**src/source/cpuPkg.sv**
```systemverilog
`default_nettype none

package cpuPkg;

    // ========================================
    // Widths with a meaning
    // ========================================
    typedef logic [63:0] word_t;        // Register value, address, PC
    typedef logic [31:0] instr_t;
    typedef logic [4:0]  regAddr_t;
    typedef logic [10:0] opcode_t;
    typedef logic [11:0] imm12_t;       // ADDI immediate
    typedef logic [8:0]  dAddr9_t;      // LDUR/STUR byte offset

    localparam regAddr_t ZERO_REG = 5'd31;  // XZR, reads zero

    // Field positions in the instruction word
    localparam int RD_LSB     = 0;
    localparam int RN_LSB     = 5;
    localparam int RM_LSB     = 16;
    localparam int IMM12_LSB  = 10;
    localparam int DADDR9_LSB = 12;
    localparam int OPCODE_LSB = 21;
    localparam int COND19_LSB = 5;      // CBZ offset
    localparam int BR26_LSB   = 0;      // B offset

    // ========================================
    // Opcodes
    // ========================================
    localparam opcode_t OP_ADD  = 11'b10001011000;
    localparam opcode_t OP_SUB  = 11'b11001011000;
    localparam opcode_t OP_ADDI = 11'b10010001000;  // Bit 0 belongs to imm12
    localparam opcode_t OP_LDUR = 11'b11111000010;
    localparam opcode_t OP_STUR = 11'b11111000000;

    localparam logic [5:0] OP_B   = 6'b000101;      // opcode[10:5]
    localparam logic [7:0] OP_CBZ = 8'b10110100;    // opcode[10:3]

    typedef enum logic {
        ALU_ADD,
        ALU_SUB
    } aluOp_t;

    // ========================================
    // Stage buses
    // ========================================
    typedef struct packed {
        logic     regWrite;
        logic     memRead;
        logic     memWrite;
        logic     aluSrc;       // Immediate as operand B
        logic     zExt;         // Zero-extend imm12 instead of dAddr9
        aluOp_t   aluOp;
        regAddr_t rn;
        regAddr_t rm;           // Rm, or Rd for STUR
        regAddr_t rd;
        word_t    rnVal;
        word_t    rmVal;
        imm12_t   imm12;
        dAddr9_t  dAddr9;
    } idEx_t;

    typedef struct packed {
        logic     regWrite;
        logic     memRead;
        logic     memWrite;
        regAddr_t rd;
        word_t    aluRes;       // Also the memory address
        word_t    storeData;
    } exMem_t;

    typedef struct packed {
        logic     regWrite;
        logic     memToReg;
        regAddr_t rd;
        word_t    aluRes;
        word_t    loadData;
    } memWb_t;

    typedef struct packed {
        logic     valid;        // Never set for ZERO_REG
        regAddr_t rd;
        word_t    data;
    } regWrite_t;

endpackage

`default_nettype wire
```
**src/source/fetchStage.sv**
```systemverilog
`timescale 1ns/10ps
`default_nettype none

module fetchStage import cpuPkg::*; (
    input  logic  clk,
    input  logic  rstN,
    input  logic  branchTaken,     // From decode, same cycle
    input  word_t branchTarget,
    output word_t fetchPc,         // To instruction ROM
    output word_t pcId             // PC of the word now in decode
);

    word_t pc;
    word_t pcNext;

    assign fetchPc = pc;

    // Delay slot already fetched, so the target lands one cycle later
    assign pcNext = branchTaken ? branchTarget : pc + 64'd4;

    always_ff @(posedge clk or negedge rstN) begin
        if (!rstN) begin
            pc   <= '0;           // Restart at address 0
            pcId <= '0;
        end else begin
            pc   <= pcNext;
            pcId <= pc;           // Travels with the ROM output
        end
    end

    // Branch targets from decode keep word alignment
    pcAligned: assert property (@(posedge clk) disable iff (!rstN)
        fetchPc[1:0] == 2'b00)
        else $error("fetchPc misaligned: %h", fetchPc);

endmodule

`default_nettype wire

```
**config.mk**
```make
export PLATFORM = sky130hd
export DESIGN_NAME = fetchStage
export DESIGN_NICKNAME = d
export VERILOG_FILES = /design/src/source/cpuPkg.sv /design/src/source/fetchStage.sv
export SDC_FILE = /design/constraint.sdc
export NUM_CORES = 1
export LEC_CHECK = 0
export ABC_AREA = 0
export BUFFER_PORTS_ARGS = -buffer_cell sky130_fd_sc_hd__buf_2
export CORE_ASPECT_RATIO = 0.75
export CORE_MARGIN = 2
export CORE_UTILIZATION = 53
export CTS_CLUSTER_DIAMETER = 200
export DETAILED_ROUTE_END_ITERATION = 8
export GPL_ROUTABILITY_DRIVEN = 0
export HOLD_SLACK_MARGIN = 0.06
export PLACE_DENSITY = 0.95
export SYNTH_ARGS = -nofsm -noshare
export SYNTH_HDL_FRONTEND = slang
export SYNTH_SLANG_ARGS = --single-unit
export TNS_END_PERCENT = 5
```
**constraint.sdc**
```tcl
create_clock -name clk -period 6.7 [get_ports clk]
set_input_delay 0 -clock clk [delete_from_list [all_inputs] [get_ports clk]]
set_output_delay 0 -clock clk [all_outputs]
set_load 0.005 [all_outputs]
```
Word-level counts from Yosys, hierarchy flattened
Cells that the tools add are included.

Register bits after elaboration: 128. Output and inout port bits: 128. Input port bits: 67. Word-level logic and storage cells: 4.

$add $sub $neg: 1. Muxes and demuxes: 1.

Operator list (count): adder 64 x 3 -> 64 bit (second input constant) (1); two-way mux 64 bit (1).

Longest topological paths before layout
Gate-level depths: netlist of run 1.

Depth in word-level cells: 2. Mapped depth: 7. Mapped depth without buffers: 6.

Least setup slack after synthesis of run 1
No wires, ideal clock.

Path type: reg-to-reg. Start point: reg pc[5], in the netlist fetchPc[5]. End point: reg pc[57], in the netlist fetchPc[57]. Data required time: 6.618 ns. Setup time: 0.082 ns. Slack: 4.168 ns. Stages on the path, launching flop included: 8. Arrival: 2.450 ns. Clock period less this slack: 2.532 ns. Path buffers: 2. Cells stage by stage: dfrtp_1 > nand4_1 > or4_1 > buf_2 > or4_1 > buf_2 > or4_1 > a31oi_1.

Longest elaborated chain between the ends: 2.

Ends and longest elaborated chain: from (decl) (RTL line fetchStage.sv:13) `word_t pc;`; from (signal assigned) (RTL line fetchStage.sv:26) `pc <= pcNext;`; adder 64 x 3 -> 64 bit (RTL line fetchStage.sv:19) `assign pcNext = branchTaken ? branchTarget : pc + 64'd4;`; two-way mux 64 bit (RTL line fetchStage.sv:19); net pcNext[57] (RTL line fetchStage.sv:14) `word_t pcNext;`.

The timed path passes the listed nets, and every way through them passes these cells.

Worst setup path in the final report of run 1
Start point: reg pc[2], in the netlist fetchPc[2]. End point: reg pc[54], in the netlist fetchPc[54].

The elaborated chain is that of the path after synthesis.

==> flow_summary.toml, run 1 <==
[run_status]
status = "completed"

[timing]
finalSetupTns_ns = 0
fmax_mhz = 344
hold_viol = 0
fin_crit_sh = 0.434
period_needed_ns = 2.91
whs_ns = 0.106
rsz0062_at_grt = "no"
slew_viol_final = 0
setup_violations = 0
max_slew.worst_pin.slew_ns = 0.972
maxSlewHeadroom = 0.346
clock_skew_ns = 0.00893

[floorplan]
die_w_um = 119
core_area_um2 = 9660
die_h_um = 90.4
initial_utilization = 0.546
io_pins = 195
die-area_um2 = 10800
rows = 31

[critical_path]
rrSetupSlack_ns = 3.79
worst_ep_arrival_time_ns = 3.24
critPathKind = "register to register"
critPathRequiredTime_ns = 7.03
crit_chain = "ha_1, and3_1, nand4_1, or4b_2, or3_1, a31oi_1"
critPathLaunchType = "register"
critPathMaxFanout = 11
slowest_delay_ns = 0.85
end_kind = "register"
cp_slowest_cell = "or4b_2"

[layout]
design_area_um2 = 7540
fillerInstances = 598
final_util = 0.781
nets = 821
drive_above_1_share = 0.304
area_growth_pct = 43.0
diodes = 0

[drt]
vias = 5084
via_per_inst = 5.66
drtIter0Drc = 435
firstDrtPassIters = 5
drc = 0
wl_um = 16000
postRouteAntennaNets = 0
routedWlPerCell_um = 17.8

[yosys]
synth.cell_area_um2 = 5270
ys_seq_area_frac = 0.607
avgSynthCellArea_um2 = 10.7
synth_warnings = 0
syn_inst = 495
yosys_register_bits = 128
yosysUniqueCellTypes = 33
synth_nets = 563

[cts]
cts_tree = "built"
path_clk_slew_ns = 0.05
cts.path.max_buffers = 2
post_cts_buffers = 0
h-tree-depth = 4
numCtsBuffers = 17
clkLatencyLatePin_ns = 0.42
clock_tree.root_cell = "clkbuf_16"
clock_sinks = 128

[grt]
grt_overflow_total = 0
antenna_found_initial = 0
grt_pass1_wl_um = 25900
track_usage = 0.309
grt_max_degree = 95
grt_pass1_vias = 5161

[job]
maxCapViolCount = 0

[power]
p_leak_nw = 3.38
ir_worst_vdd_uv = 277
cellPowerDensity_nw_per_um2 = 270

[placement]
dp_hpwl_um = 10100
placed_area_um2 = 6340
port_buffers = 194

[min_path]
hp-class = "primary input to asynchronous set/reset pin"
-- worst max-delay path, delay by kind of cell (launching register included) --
family,cells,cell delay (ns)
simple gates,4,1.93
compound gates,1,0.19
fa+ha+maj,1,0.27
flops,1,0.43
-- layout make-up --
| cell class | instances | area, um^2 | share of cell area |
|---|---|---|---|
| Sequential cell | 128 | 3200 | 0.425 |
| Multi-Input combinational cell | 333 | 1930 | 0.256 |
| Timing Repair Buffer | 262 | 1650 | 0.219 |
| Clock buffer | 26 | 499 | 0.0662 |
| Tap cell | 132 | 165 | 0.0219 |
| Clock inverter | 6 | 55.1 | 0.00730 |
| Inverter | 11 | 41.3 | 0.00548 |
-- logic make-up (layout without fill, tap and decap cells) --
kind of cell	count (synthesis)	after routing	synth area share
and+or+nand+nor	207	207	0.202
AOI/OAI and AO/OA	79	79	0.0828
DFF	128	128	0.607
adders and majority gates	1	1	0.00237
xor gates and xnor gates	43	43	0.0714
buffers and inverters	34	305	0.0271
muxes	3	3	0.00641
-- Yosys cell counts --
library cell	count	share of area
a211o_1	1	0.0017
a21boi_0	1	0.0014
a31oi_1	16	0.019
and2_1	1	0.0012
and3_1	10	0.012
and3_2	1	0.0014
and4_1	4	0.0066
and4_2	1	0.0019
buf_2	2	0.0019
clkbuf_1	19	0.014
dfrtp_1	128	0.61
dlygate4sd3_1	2	0.0038
ha_1	1	0.0024
inv_1	11	0.0078
mux2_2	3	0.0064
nand2_1	67	0.048
nand2b_1	1	0.0012
nand3_1	23	0.022
nand4_1	16	0.019
nor2_1	22	0.016
nor3_1	13	0.012
nor4_1	17	0.020
nor4b_1	2	0.0033
o211ai_1	1	0.0014
o21ai_0	55	0.052
o31ai_1	5	0.0071
or2_2	2	0.0024
or3_1	13	0.015
or3_2	1	0.0014
or4_1	12	0.017
or4b_2	1	0.0019
xnor2_1	36	0.060
xor2_1	7	0.012
-- power by group --
| group | internal [mW] | switching (mW) |
|---|---|---|
| clock | 0.546 | 0.319 |
| combinational | 0.128 | 0.121 |
| sequential | 0.847 | 0.0741 |
| total | 1.52 | 0.515 |
-- cell usage in the layout, fill, tap and decap left out, types with 2 or more instances in the layout --
cell type / instances
clkbuf_8: 4
dlygate4sd3_1: 65
o31ai_1: 5
clkinv_2: 5
buf_2: 193
nor2_1: 22
nor3_1: 13
nand2_1: 67
buf_4: 3
nor4b_1: 2
o21ai_0: 55
or4_1: 12
nor4_1: 17
xnor2_1: 36
a31oi_1: 16
or2_2: 2
clkbuf_1: 5
and4_1: 4
inv_1: 11
mux2_2: 3
nand3_1: 23
and3_1: 10
or3_1: 13
nand4_1: 16
xor2_1: 7
dfrtp_1: 128
clkbuf_16: 17
-- metrics by stage --
step	worst slack (ns)	power, mW	cells
finish	3.79	2.04	898
global route	3.63	2.11	898
CTS	3.83	2.04	898
detailed placement	3.85	1.14	801
global placement	4.00	1.13	801
floorplan	4.17	1.00	495
-- final timing paths --
path                               end   startpoint  depth (start not counted)
setup / recovery           fetchPc[54]   fetchPc[2]                          6
hold / removal              fetchPc[0]         rstN                          2
setup reg to reg           fetchPc[54]   fetchPc[2]                          6
hold reg to reg                pcId[1]   fetchPc[1]                          0
max in group asynchronous   fetchPc[8]         rstN                          3
min in group clk            fetchPc[4]  branchTaken                          4
-- what timing repair did --
| action | CTS | global route |
|---|---|---|
| setup endpoints to repair | 0 | 0 |
| hold buffers | 65 | 0 |
| endpoints found under the hold margin | 122 | 0 |
| gates resized for setup | 0 | 0 |
-- layer usage --
metal | wire, um | vias up | track usage
met1 | 6400 | 2437 | 0.393
li1 | - | 2283 | -
met3 | 1290 | 48 | 0.0726
met2 | 7810 | 316 | 0.503
met5 | 0 | - | 0
met4 | 512 | 0 | 0.150
-- flip-flops by register name, indices dropped and copies added (netlist names) --
register and flops:
pcId 64, fetchPc 64
Power figures use the tool's default switching activity.
==> run 2: changes to the inputs <==
- CORE_UTILIZATION: 53 -> 44
- PLACE_DENSITY: 0.95 -> 0.86
- clock period: 6.7 -> 2.3 ns (I/O delays scaled with it)
==> run 2 against run 1 <==
The run now ends with negative setup slack left. Total power rose to 3.0 times the previous value. Combinational power rose to 3.8 times the previous value. Clock skew rose by 0.0011 ns. Final area rose by 7.8%. Global-route usage fell by 4.5 points. Critical path depth did not move. Utilization fell by 8.3 points. Sequential cell count did not move.
==> flow_summary.toml, run 2 (synthesis results as in run 1) <==
[critical_path]
crit_path_frequent_cell = "or4_4"
crit_buf_inv = 1
slowest_delay_ns = 0.53
critPathLaunchType = "register"
critPathKind = "register to register"
rr_startpoint = "fetchPc[7]"
rrSetupSlack_ns = -0.04
cp_top_family = "simple AND/OR/NAND/NOR gates"
critPathMaxFanout = 7
r2r_end = "fetchPc[57]"
critPathRequiredTime_ns = 2.63
crit_chain = "nand4_1, or4_4, buf_4, or4_4, or4_1, a31oi_1"
end_kind = "register"
cp_slowest_cell = "or4_4"
reg2reg_depth = 6
worst_ep_arrival_time_ns = 2.67

[floorplan]
die_h_um = 98.8
core_area_um2 = 11700
io_pins = 195
die-area_um2 = 12900
die_w_um = 130
initial_utilization = 0.452
rows = 34

[timing]
setup_violations = 2
fin_crit_sh = 1.02
rsz0062_at_grt = "yes"
period_needed_ns = 2.34
hold_viol = 0
whs_ns = 0.152
max_slew.worst_pin.slew_ns = 0.742
slew_viol_final = 0
setup_ws_ns = -0.0435
clock_skew_ns = 0.0100
fmax_mhz = 427
maxSlewHeadroom = 0.505

[grt]
grt_max_degree = 95
met3_usage = 0.0630
antenna_found_initial = 0
use_met2 = 0.422
grtUsageMet1 = 0.345
top_usage_layer = "met2"
track_usage = 0.264
grt_pass1_vias = 5177
grt_overflow_total = 0
grt_pass1_wl_um = 26100

[min_path]
hp-class = "primary input to register"
min_delay_path_depth = 4
hp-start = "branchTaken"
holdPathEnd = "fetchPc[21]"

[power]
cellPowerDensity_nw_per_um2 = 747
ir_worst_vdd_uv = 466
fin_total_pwr_mw = 6.07
p_leak_nw = 3.71

[run_status]
violations = "negative setup slack"
status = "finished with violations"

[drt]
firstDrtPassIters = 5
drc = 0
vias = 5214
via_per_inst = 5.25
drtIter0Drc = 286
postRouteAntennaNets = 0
routedWlPerCell_um = 16.7
wl_um = 16600

[layout]
nets = 887
final_cell_mix = "buf_2 (193), dfrtp_1 (126), buf_4 (68)"
area_growth_pct = 54.2
final_common_cell = "buf_2"
diodes = 0
drive_above_1_share = 0.374

[cts]
clock_sinks = 128
h-tree-depth = 4
path_clk_slew_ns = 0.06
numCtsBuffers = 17
clkLatencyLatePin_ns = 0.41
cts_tree = "built"
cts.path.max_buffers = 2
clock_tree.root_cell = "clkbuf_16"

[placement]
port_buffers = 194
dp_slack_ns = -0.0845
dp_hpwl_um = 11000

[job]
maxCapViolCount = 0
[run 2: cell count changes in the layout (fill, tap and decap cells not counted), sizes merged]
cell      delta
buf         +66
clkbuf       -7
clkinvlp     +4
clkinv       +3
[run 2: per-stage QoR]
step	setup TNS [ns]	cells	util	cell area, um^2
2_1_floorplan	-0.358	495	-	5300
3_3_place_gp	-0.00637	897	0.591	6890
3_5_place_dp	-0.314	897	0.591	6890
4_1_cts	-0.0554	994	0.696	8120
5_1_grt	-0.379	994	0.698	8130
6_report	-0.0610	994	0.698	8130
[run 2: final cells by class]
type | count | area, um^2
Clock buffer | 19 | 453
Sequential cell | 128 | 3210
Tap cell | 162 | 203
Fill cell | 867 | 3530
Multi-Input combinational cell | 333 | 1950
Timing Repair Buffer | 328 | 2160
Clock inverter | 13 | 115
Inverter | 11 | 41.3
[run 2: worst register-to-register path: cells and delay by family, from the launching register on]
family / cells / cell delay (ns)
AND/OR/NAND/NOR: 4 / 1.59
AO/OA/AOI/OAI: 1 / 0.18
flip-flops: 1 / 0.36
buffers and inverters: 1 / 0.15
[run 2: layer usage]
metal,up-vias,part of all wire
met5,-,0
met4,0,0.023
met3,36,0.066
met2,222,0.48
met1,2541,0.43
li1,2415,-
[run 2: how the worst max path moves through the flow]
stage	start	to	slack, ns	cells after the start
final	fetchPc[7]	fetchPc[57]	-0.04	6
after CTS	fetchPc[7]	fetchPc[57]	-0.04	6
after global routing	fetchPc[8]	fetchPc[57]	-0.12	6
after detailed placement	fetchPc[5]	fetchPc[59]	-0.08	5
after global placement	fetchPc[24]	fetchPc[53]	-0.004	6
after floorplan	fetchPc[22]	fetchPc[61]	-0.05	7
[run 2: repair_timing]
action                                  in CTS  in global routing
pin swaps                                    1                  0
hold endpoints to repair                   145                  0
hold buffers                                65                  0
buffers inserted                             0                  0
gates resized for setup                      2                  4
endpoints found under the setup margin       7                 11
[run 2: report_power, final]
part	leakage [nW]	switching [mW]	total (mW)	internal [mW]
Clock	0.271	0.998	2.54	1.54
Combinational	1.92	0.467	0.948	0.480
Sequential	1.51	0.123	2.59	2.47
