--- config.mk ---
export PLATFORM = sky130hd
export DESIGN_NAME = executeStage
export DESIGN_NICKNAME = d
export VERILOG_FILES = /design/src/source/cpuPkg.sv /design/src/source/executeStage.sv
export SDC_FILE = /design/constraint.sdc
export NUM_CORES = 1
export LEC_CHECK = 0
export BUFFER_PORTS_ARGS = -buffer_cell sky130_fd_sc_hd__buf_2
export CAP_MARGIN = 20
export CORE_MARGIN = 1.5
export CORE_UTILIZATION = 38
export CTS_CLUSTER_DIAMETER = 200
export DETAILED_ROUTE_END_ITERATION = 12
export GPL_ROUTABILITY_DRIVEN = 1
export PLACE_DENSITY_LB_ADDON = 0.2
export SYNTH_ARGS = -nofsm -noshare
export SYNTH_HDL_FRONTEND = slang
export SYNTH_SLANG_ARGS = --single-unit
export TNS_END_PERCENT = 1
--- constraint.sdc ---
create_clock -name clk -period 9.8 [get_ports clk]
set_clock_uncertainty 0.2 [all_clocks]
set_input_delay 0.98 -clock clk [delete_from_list [all_inputs] [get_ports clk]]
set_output_delay 0.98 -clock clk [all_outputs]
set_load 0.02 [all_outputs]
--- src/source/cpuPkg.sv ---
`default_nettype none

package cpuPkg;

    // ========================================
    // Widths with a meaning
    // ========================================
    typedef logic [63:0] word_t;        // Register value, address, PC
    typedef logic [31:0] instr_t;
    typedef logic [4:0]  regAddr_t;
    typedef logic [10:0] opcode_t;
    typedef logic [11:0] imm12_t;       // ADDI immediate
    typedef logic [8:0]  dAddr9_t;      // LDUR/STUR byte offset

    localparam regAddr_t ZERO_REG = 5'd31;  // XZR, reads zero

    // Field positions in the instruction word
    localparam int RD_LSB     = 0;
    localparam int RN_LSB     = 5;
    localparam int RM_LSB     = 16;
    localparam int IMM12_LSB  = 10;
    localparam int DADDR9_LSB = 12;
    localparam int OPCODE_LSB = 21;
    localparam int COND19_LSB = 5;      // CBZ offset
    localparam int BR26_LSB   = 0;      // B offset

    // ========================================
    // Opcodes
    // ========================================
    localparam opcode_t OP_ADD  = 11'b10001011000;
    localparam opcode_t OP_SUB  = 11'b11001011000;
    localparam opcode_t OP_ADDI = 11'b10010001000;  // Bit 0 belongs to imm12
    localparam opcode_t OP_LDUR = 11'b11111000010;
    localparam opcode_t OP_STUR = 11'b11111000000;

    localparam logic [5:0] OP_B   = 6'b000101;      // opcode[10:5]
    localparam logic [7:0] OP_CBZ = 8'b10110100;    // opcode[10:3]

    typedef enum logic {
        ALU_ADD,
        ALU_SUB
    } aluOp_t;

    // ========================================
    // Stage buses
    // ========================================
    typedef struct packed {
        logic     regWrite;
        logic     memRead;
        logic     memWrite;
        logic     aluSrc;       // Immediate as operand B
        logic     zExt;         // Zero-extend imm12 instead of dAddr9
        aluOp_t   aluOp;
        regAddr_t rn;
        regAddr_t rm;           // Rm, or Rd for STUR
        regAddr_t rd;
        word_t    rnVal;
        word_t    rmVal;
        imm12_t   imm12;
        dAddr9_t  dAddr9;
    } idEx_t;

    typedef struct packed {
        logic     regWrite;
        logic     memRead;
        logic     memWrite;
        regAddr_t rd;
        word_t    aluRes;       // Also the memory address
        word_t    storeData;
    } exMem_t;

    typedef struct packed {
        logic     regWrite;
        logic     memToReg;
        regAddr_t rd;
        word_t    aluRes;
        word_t    loadData;
    } memWb_t;

    typedef struct packed {
        logic     valid;        // Never set for ZERO_REG
        regAddr_t rd;
        word_t    data;
    } regWrite_t;

endpackage

`default_nettype wire
--- src/source/executeStage.sv ---
`timescale 1ns/10ps
`default_nettype none

module executeStage import cpuPkg::*; (
    input  logic      clk,
    input  logic      rstN,
    input  idEx_t     idEx,
    input  regWrite_t wb,             // Writeback stage result
    output exMem_t    exMem,
    output regWrite_t exFwd           // To decode CBZ check
);

    word_t  opA, opB, aluB, imm, result;
    exMem_t exMemNext;

    // ========================================
    // Forwarding
    // ========================================
    // Memory stage beats writeback, both beat decode's value
    function automatic word_t forwardOp(
        regAddr_t  src,
        word_t     regVal,
        exMem_t    memStage,
        regWrite_t wbStage
    );
        logic memHit;
        memHit = memStage.regWrite && memStage.rd != ZERO_REG
                 && memStage.rd == src;
        if (memHit) begin
            return memStage.aluRes;
        end else if (wbStage.valid && wbStage.rd == src) begin
            return wbStage.data;
        end
        return regVal;
    endfunction

    assign opA = forwardOp(idEx.rn, idEx.rnVal, exMem, wb);
    assign opB = forwardOp(idEx.rm, idEx.rmVal, exMem, wb);   // Also STUR data

    // ========================================
    // Immediate and ALU
    // ========================================
    assign imm = idEx.zExt ? {52'b0, idEx.imm12}              // ADDI
                           : {{55{idEx.dAddr9[8]}}, idEx.dAddr9};  // Load/store offset
    assign aluB = idEx.aluSrc ? imm : opB;

    always_comb begin
        case (idEx.aluOp)
            ALU_SUB: result = opA - aluB;
            default: result = opA + aluB;
        endcase
    end

    // Result visible to decode in the same cycle
    assign exFwd.valid = idEx.regWrite && idEx.rd != ZERO_REG;
    assign exFwd.rd    = idEx.rd;
    assign exFwd.data  = result;

    always_comb begin
        exMemNext.regWrite  = idEx.regWrite;
        exMemNext.memRead   = idEx.memRead;
        exMemNext.memWrite  = idEx.memWrite;
        exMemNext.rd        = idEx.rd;
        exMemNext.aluRes    = result;
        exMemNext.storeData = opB;
    end

    // EX/MEM register
    always_ff @(posedge clk or negedge rstN) begin
        if (!rstN) begin
            exMem <= '0;
        end else begin
            exMem <= exMemNext;
        end
    end

    // Decode never marks one op as both load and store
    noLoadAndStore: assert property (@(posedge clk) disable iff (!rstN)
        !(idEx.memRead && idEx.memWrite))
        else $error("memRead and memWrite both set");

endmodule

`default_nettype wire

* Word-level counts from Yosys, hierarchy flattened
Cells that the tools add are included.
Storage, ports and cells: bits of input ports 242, logic and storage cells 33, output and inout port bits 206, register bits 136
Cells by class: add/subtract/negate cells 2, reductions and logical operators 6, muxes and demuxes 13, eq/ne operators 6
Operators with widths (number):
- 2-to-1 mux 64 bit | 9
- adder 64 bit | 1
- subtractor 64 bit | 1
- == test 5 bit | 4
- inequality test 5 bit (second input constant) | 2
- logical AND 1 bit | 6
- 2-to-1 mux 1 bit | 4

* Longest topological paths before layout
Gate-level depths: netlist of the first run.
depth in word-level cells 8, mapped depth 29, mapped depth without buffers 26

* Worst setup path after synthesis of the first run
OpenSTA, ideal clock, no wires.
kind input to output, from input idEx[166] (netlist bit), to output exFwd[63] (netlist bit), data arrival time 7.162 ns, required time 8.620 ns, cell stages on the path 27, slack 1.458 ns, buffers on the path 7, cell sequence clkbuf_1 > clkbuf_1 > clkbuf_1 > clkbuf_1 > buf_1 > clkbuf_1 > a21o_1 > ha_1 > a21boi_0 > nand3_1 > and3b_1 > nand2_1 > or4_1 > nand2_1 > xnor2_1 > ha_1 > clkbuf_1 > nand4_1 > nor2_1 > nand3_1 > nor2_1 > a21oi_1 > o31ai_1 > a211oi_1 > o31ai_1 > a221oi_1 > xnor2_1
RTL lines:
- from (decl) | line executeStage.sv:7 | input idEx_t idEx,
- to (decl) | line executeStage.sv:10 | output regWrite_t exFwd

==> results.sh, run 1 <==
export IMPL_die_area_um2=34000
export IMPL_clk_pin_slew_worst_paths_ns=0.06
export IMPL_cts_buffers_inserted=17
export IMPL_cp_slowest_cell="o31ai_1"
export IMPL_maxCapViolations=0
export IMPL_avgSynthCellArea_um2=7.76
export IMPL_min_path_type="reg -> reg"
export IMPL_rsz0062_at_grt="no"
export IMPL_fin_crit_sh_pct=91.1
export IMPL_timing_fmax_mhz=112
export IMPL_grt_max_degree=129
export IMPL_cts_sinks=136
export IMPL_synthesis_area_um2=12500
export IMPL_min_from="exMem[74]$_DFF_PN0_"
export IMPL_rr_startpoint="exMem[132]$_DFF_PN0_"
export IMPL_antenna_left=0
export IMPL_p_leak_nw=7.14
export IMPL_holdWs_ns=0.368
export IMPL_drv_slew=0
export IMPL_hold_buffers=0
export IMPL_hold_viol=0
export IMPL_synth_edf_count=0
export IMPL_largest_register="exMem"
export IMPL_slew_headroom_pct=39.2
export IMPL_use_met2_pct=53.9
export IMPL_cts_setup_buffers=0
export IMPL_synthCells=1613
export IMPL_grt_use_met3_pct=4.92
export IMPL_worstPathRequired_ns=8.62
export IMPL_cp_num_buf_inv=2
export IMPL_arrival_ns=7.75
export IMPL_layout_nets=2312
export IMPL_gp_congestion=1.01
export IMPL_drt_total_wl_um=56100
export IMPL_finalNonFillerCells=2459
export IMPL_worst_slew_pin_slew_ns=0.912
export IMPL_hold_depth=2
export IMPL_cpPeakStageDelay_ns=0.66
export IMPL_vdd_drop_max_mv=0.123
export IMPL_worstRegToRegCells=23
export IMPL_grt_pass1_wl_um=82200
export IMPL_initial_core_util_pct=38.6
export IMPL_finalSetupTns_ns=0
export IMPL_core_um2=32500
export IMPL_port_buffers=447
export IMPL_ys_ff_latch=136
export IMPL_setup_viol=0
export IMPL_clock_root_buffer="clkbuf_16"
export IMPL_drc=0
export IMPL_yosys_warnings=0
export IMPL_wl_per_cell_um=22.8
export IMPL_die_h_um=185
export IMPL_area_growth_pct=26.6
export IMPL_period_minus_slack_ns=8.93
export IMPL_status="finished, final reports clean"
export IMPL_cp_start_kind="primary input"
export IMPL_crit_family="compound AO/OA/AOI/OAI gates"
export IMPL_antenna_found_initial=1
export IMPL_synthArstFlopShare_pct=100
export IMPL_grt_usage_pct=32.2
export IMPL_busiest_layer="met2"
export IMPL_routed_via_density=5.84
export IMPL_reg_largest_list="exMem x136"
export IMPL_yosysSeqAreaShare_pct=27.2
export IMPL_row_count=66
export IMPL_syn_num_nets=1920
export IMPL_vias=14367
export IMPL_largest_reg_flops=136
export IMPL_synthDistinctLibCells=76
export IMPL_grt_overflow_total=0
export IMPL_synth_ff_type="dfrtp_1"
export IMPL_insertion_delay_ns=0.46
export IMPL_first_pass_iters=7
export IMPL_ios=448
export IMPL_postCtsResizedCells=0
export IMPL_path_max_fanout=14
export IMPL_antenna_cells=0
export IMPL_htree_levels=4
export IMPL_clock_path_buffers=2
export IMPL_power_per_cell_area_nw_per_um2=202
export IMPL_die_w_um=185
export IMPL_grt_met1_usage_pct=41.0
export IMPL_drtIter0Drc=1210
export IMPL_drive_above_1_share_pct=27.0
export IMPL_cts_tree="done"
export IMPL_hpwl_um=43800
export IMPL_dp_cells=2428
export IMPL_critPathKind="in -> out"
export IMPL_reg2reg_to="exMem[124]$_DFF_PN0_"
export IMPL_end_kind="primary output"
export IMPL_hold_path_end="exMem[10]$_DFF_PN0_"
export IMPL_grt_pass1_vias=13922
export IMPL_reg2reg_setup_slack_ns=2.48
where the power goes:
group | leakage (nW) | switching [mW] | internal (mW)
Sequential | 1.58 | 0.154 | 0.706
Combinational | 5.23 | 1.05 | 0.517
Clock | 0.327 | 0.285 | 0.491
Total | 7.14 | 1.49 | 1.71
cell families (layout without fill, tap and decap cells):
logic type	count (synthesis)	after routing	share of synthesized area, %
multiplexers	83	83	6.69
adder cells (fa/ha/maj)	65	65	6.56
flip-flops	136	136	27.2
XOR/XNOR	143	143	10.0
AND/OR/NAND/NOR	534	534	20.0
AO/OA/AOI/OAI	516	516	25.1
buffers and inverters	136	540	4.54
worst max path at each step:
stage | startpoint | endpoint | cells after the start
floorplan | idEx[166] | exFwd[63] | 27
global placement | wb[67] | exFwd[45] | 25
detailed placement | idEx[157] | exFwd[61] | 27
CTS | idEx[157] | exFwd[61] | 27
global route | wb[67] | exFwd[61] | 27
finish | idEx[157] | exFwd[60] | 25
cell usage after synthesis (all sizes together) (10+ instances only):
cell type	number	area, um2
nand2	200	758
clkbuf	70	263
o211ai	10	75.1
a41oi	11	96.3
xor2	66	578
xnor2	77	674
nor2b	10	62.6
buf	40	208
a21oi	127	639
inv	26	97.6
mux2i	81	811
a21o	40	300
and2	12	75.1
a211oi	12	90.1
nand4	18	128
nor4	10	90.1
a31oi	67	419
nor3	50	255
nor2	124	468
dfrtp	136	3400
or3	10	72.6
ha	64	801
o21ai	176	888
nand3	57	285
worst register-to-register path, cell delays in order (launching register included):
cell and delay, ns:
dfrtp_1 0.44, nand4_1 0.25, o2111a_1 0.38, nand2_4 0.37, a31oi_1 0.25, a21oi_1 0.25, ha_1 0.19, a21boi_0 0.36
nand3_1 0.23, nor2b_1 0.35, a31oi_1 0.19, xor2_1 0.20, ha_1 0.37, and2_1 0.21, and4_1 0.21, o2111ai_1 0.27
a211oi_1 0.46, nor2_1 0.22, o211ai_1 0.34, a41oi_1 0.31, o31ai_1 0.66, a221o_1 0.26, a21oi_1 0.08, xnor2_1 0.19
through the flow:
| step | util (%) | power [mW] | instance area [um2] | setup slack, ns |
|---|---|---|---|---|
| global placement | 46.8 | 2.42 | 15200 | 1.06 |
| floorplan | - | 1.78 | 12500 | 1.46 |
| detailed placement | 46.8 | 2.42 | 15200 | 0.957 |
| CTS | 48.9 | 3.20 | 15900 | 0.933 |
| global route | 48.9 | 3.35 | 15900 | 0.265 |
| finish | 48.9 | 3.21 | 15900 | 0.873 |
layer usage:
metal / share of wire (%) / up-vias
met5: 0.021 / -
met4: 3.3 / 2
met1: 41 / 6803
met2: 48 / 791
li1: - / 6656
met3: 8.0 / 115
area by class of cell:
cell class                      count  area [um2]
Clock buffer                       20         457
Clock inverter                     11         219
Fill cell                        3298       16600
Inverter                           26        97.6
Multi-Input combinational cell   1341        8600
Sequential cell                   136        3400
Tap cell                          442         553
Timing Repair Buffer              483        2530
placed cells by master (no fill, tap or decap), types with 17 or more instances in the layout:
master	count
xor2_1	66
nor2_1	122
nand4_1	17
nor3_1	49
mux2i_1	81
clkbuf_16	17
a31oi_1	67
nand2_1	198
a21oi_1	126
nand3_1	56
o21ai_0	160
inv_1	25
a21o_1	40
dfrtp_1	136
xnor2_1	77
buf_4	35
buf_2	446
ha_1	64
Power figures use the tool's default switching activity.
==> inputs of run 2 (changes only) <==
--- a/config.mk
+++ b/config.mk
@@ -7,10 +7,10 @@
 export LEC_CHECK = 0
 export BUFFER_PORTS_ARGS = -buffer_cell sky130_fd_sc_hd__buf_2
 export CAP_MARGIN = 20
-export CORE_MARGIN = 1.5
-export CORE_UTILIZATION = 38
+export CORE_AREA = 2 2 175 177
 export CTS_CLUSTER_DIAMETER = 200
 export DETAILED_ROUTE_END_ITERATION = 12
+export DIE_AREA = 0 0 177 179
 export GPL_ROUTABILITY_DRIVEN = 1
 export PLACE_DENSITY_LB_ADDON = 0.2
 export SYNTH_ARGS = -nofsm -noshare
==> run 2 against run 1 <==
Against the previous run: first-iteration DRC count rose by 15%; sequential share of layout area rose by 0.15 points; utilization rose by 3.6 points; non-clock buffer count did not move; hold slack got worse by 0.0020 ns; sequential power barely moved; flip-flop and latch count did not move; cell area fell by 0.68%.
==> results.sh, run 2 (synthesis results as in run 1) <==
export IMPL_swShare_pct=47.3
export IMPL_p_comb_share_pct=49.5
export IMPL_cp_start_kind="primary input"
export IMPL_antenna_left=0
export IMPL_reg2reg_setup_slack_ns=2.32
export IMPL_reg2reg_to="exMem[124]$_DFF_PN0_"
export IMPL_die_area_um2=31700
export IMPL_dp_cells=2379
export IMPL_wl_met2_um=26100
export IMPL_initial_core_util_pct=41.7
export IMPL_die_w_um=177
export IMPL_gp_congestion=0.977
export IMPL_wl_met1_um=22000
export IMPL_hold_buffers=0
export IMPL_highest_layer="met4"
export IMPL_grt_max_degree=90
export IMPL_wl_per_cell_um=22.7
export IMPL_grt_pass1_wl_um=80500
export IMPL_cts_buffers_inserted=17
export IMPL_holdWs_ns=0.366
export IMPL_antenna_found_initial=1
export IMPL_hold_viol=0
export IMPL_vdd_drop_max_mv=0.115
export IMPL_ios=448
export IMPL_first_pass_iters=5
export IMPL_insertion_delay_ns=0.45
export IMPL_fill_cells=2975
export IMPL_fin_crit_sh_pct=92.5
export IMPL_htree_levels=4
export IMPL_reg_largest_list="exMem x136"
export IMPL_clk_pin_slew_worst_paths_ns=0.06
export IMPL_timing_fmax_mhz=110
export IMPL_end_kind="primary output"
export IMPL_clock_path_buffers=2
export IMPL_grt_pass1_vias=13928
export IMPL_startpoint="wb[64]"
export IMPL_die_h_um=179
export IMPL_power_frac_seq_pct=27.3
export IMPL_layout_cells_most_common_list="buf_2, nand2_1, o21ai_0"
export IMPL_utilization_pct=52.4
export IMPL_grt_usage_pct=33.6
export IMPL_p_switching_mw=1.49
export IMPL_routed_via_density=5.97
export IMPL_final_common_cell="buf_2"
export IMPL_slew_headroom_pct=39.7
export IMPL_multi_input_area_um2=8600
export IMPL_p_int_mw=1.66
export IMPL_postPlaceCellArea_um2=15100
export IMPL_period_minus_slack_ns=9.06
export IMPL_drc=0
export IMPL_layout_nets=2312
export IMPL_finalNonFillerCells=2415
export IMPL_status="finished, final reports clean"
export IMPL_final_area_um2=15700
export IMPL_min_path_type="reg -> reg"
export IMPL_p_leak_nw=7.12
export IMPL_power_per_cell_area_nw_per_um2=200
export IMPL_largest_reg_flops=136
export IMPL_clock_root_buffer="clkbuf_16"
export IMPL_maxCapViolations=0
export IMPL_grt_overflow_total=0
export IMPL_drtIter0Drc=1387
export IMPL_drive_above_1_share_pct=27.1
export IMPL_hpwl_um=42800
export IMPL_setup_viol=0
export IMPL_critPathKind="in -> out"
export IMPL_cts_sinks=136
export IMPL_path_max_fanout=14
export IMPL_row_count=64
export IMPL_cts_tree="done"
export IMPL_core_um2=30000
export IMPL_arrival_ns=7.88
export IMPL_rsz0062_at_grt="no"
export IMPL_finalSetupTns_ns=0
export IMPL_largest_register="exMem"
export IMPL_endpoint="exFwd[60]"
export IMPL_drv_slew=0
export IMPL_drt_total_wl_um=54800
export IMPL_rr_startpoint="exMem[132]$_DFF_PN0_"
export IMPL_worstRegToRegCells=23
export IMPL_worstPathRequired_ns=8.62
export IMPL_port_buffers=447
export IMPL_vias=14421
export IMPL_area_growth_pct=25.8
export IMPL_regArea_um2=3400
export IMPL_wl_met3_um=4120
export IMPL_postCtsResizedCells=0
export IMPL_power_frac_clock_pct=23.2
export IMPL_worst_slew_pin_slew_ns=0.904
run 2: cell types whose count changed in the layout (fill, tap and decap cells not counted), sizes merged:
cell | previous run | this run
clkinvlp | 1 | 2
diode | 0 | 1
clkbuf | 20 | 19
bufinv | 6 | 4
inv | 27 | 30
run 2: how the worst min path moves through the flow:
stage               cells past startpoint                 start  slack, ns             endpoint
finish                                  2  exMem[119]$_DFF_PN0_       0.37  exMem[55]$_DFF_PN0_
global route                            2   exMem[74]$_DFF_PN0_       0.41  exMem[10]$_DFF_PN0_
global placement                        2   exMem[74]$_DFF_PN0_       0.33  exMem[10]$_DFF_PN0_
CTS                                     2  exMem[119]$_DFF_PN0_       0.37  exMem[55]$_DFF_PN0_
detailed placement                      2   exMem[74]$_DFF_PN0_       0.35  exMem[10]$_DFF_PN0_
floorplan                               2   exMem[74]$_DFF_PN0_       0.42  exMem[10]$_DFF_PN0_
run 2: power groups by stage:
stage	combinational (mW)	clock (mW)	sequential [mW]
after global routing	1.67	0.756	0.873
final	1.56	0.730	0.860
after detailed placement	1.54	0	0.865
after floorplan	0.781	0	1.00
after CTS	1.55	0.735	0.857
after global placement	1.54	0	0.866
run 2: layer usage:
metal | track usage, % | vias to the layer above
met2 | 57.2 | 806
met5 | 0 | -
met3 | 4.73 | 149
met1 | 41.5 | 6804
li1 | - | 6662
met4 | 16.8 | 0
run 2: critical path, cell delays in order:
cell	delay (ns)
buf_2	0.12
xnor2_1	0.18
nand2_1	0.38
o21ai_0	0.30
a31oi_1	0.19
a21oi_1	0.26
ha_1	0.20
a21boi_0	0.39
nand3_1	0.23
nor2b_1	0.38
a31oi_1	0.19
xor2_1	0.20
ha_1	0.39
and2_1	0.21
and4_1	0.22
o2111ai_1	0.26
a211oi_1	0.44
nor2_1	0.23
o211ai_1	0.30
a41oi_1	0.29
o31ai_1	0.71
a221o_1	0.29
a21oi_1	0.09
xnor2_1	0.24
buf_2	0.22
run 2: cell type report:
| class | instances | share of cell area [%] |
|---|---|---|
| antenna | 1 | 0.0159 |
| clock buffer | 19 | 2.81 |
| clock inverter | 13 | 1.22 |
| inverter | 26 | 0.620 |
| multi-input combinational | 1341 | 54.6 |
| sequential | 136 | 21.6 |
| tap | 396 | 3.15 |
| timing repair buffer | 483 | 16.0 |
run 2: repair_timing:
item	4_1_cts	5_1_grt
setup endpoints to repair	0	2
endpoints found under the hold margin	0	0
setup buffers	0	3
run 2: through the flow:
| stage | power, mW | worst slack [ns] |
|---|---|---|
| global placement | 2.41 | 0.934 |
| floorplan | 1.78 | 1.46 |
| CTS | 3.14 | 0.734 |
| finish | 3.15 | 0.737 |
| global route | 3.30 | 0.155 |
| detailed placement | 2.41 | 0.839 |
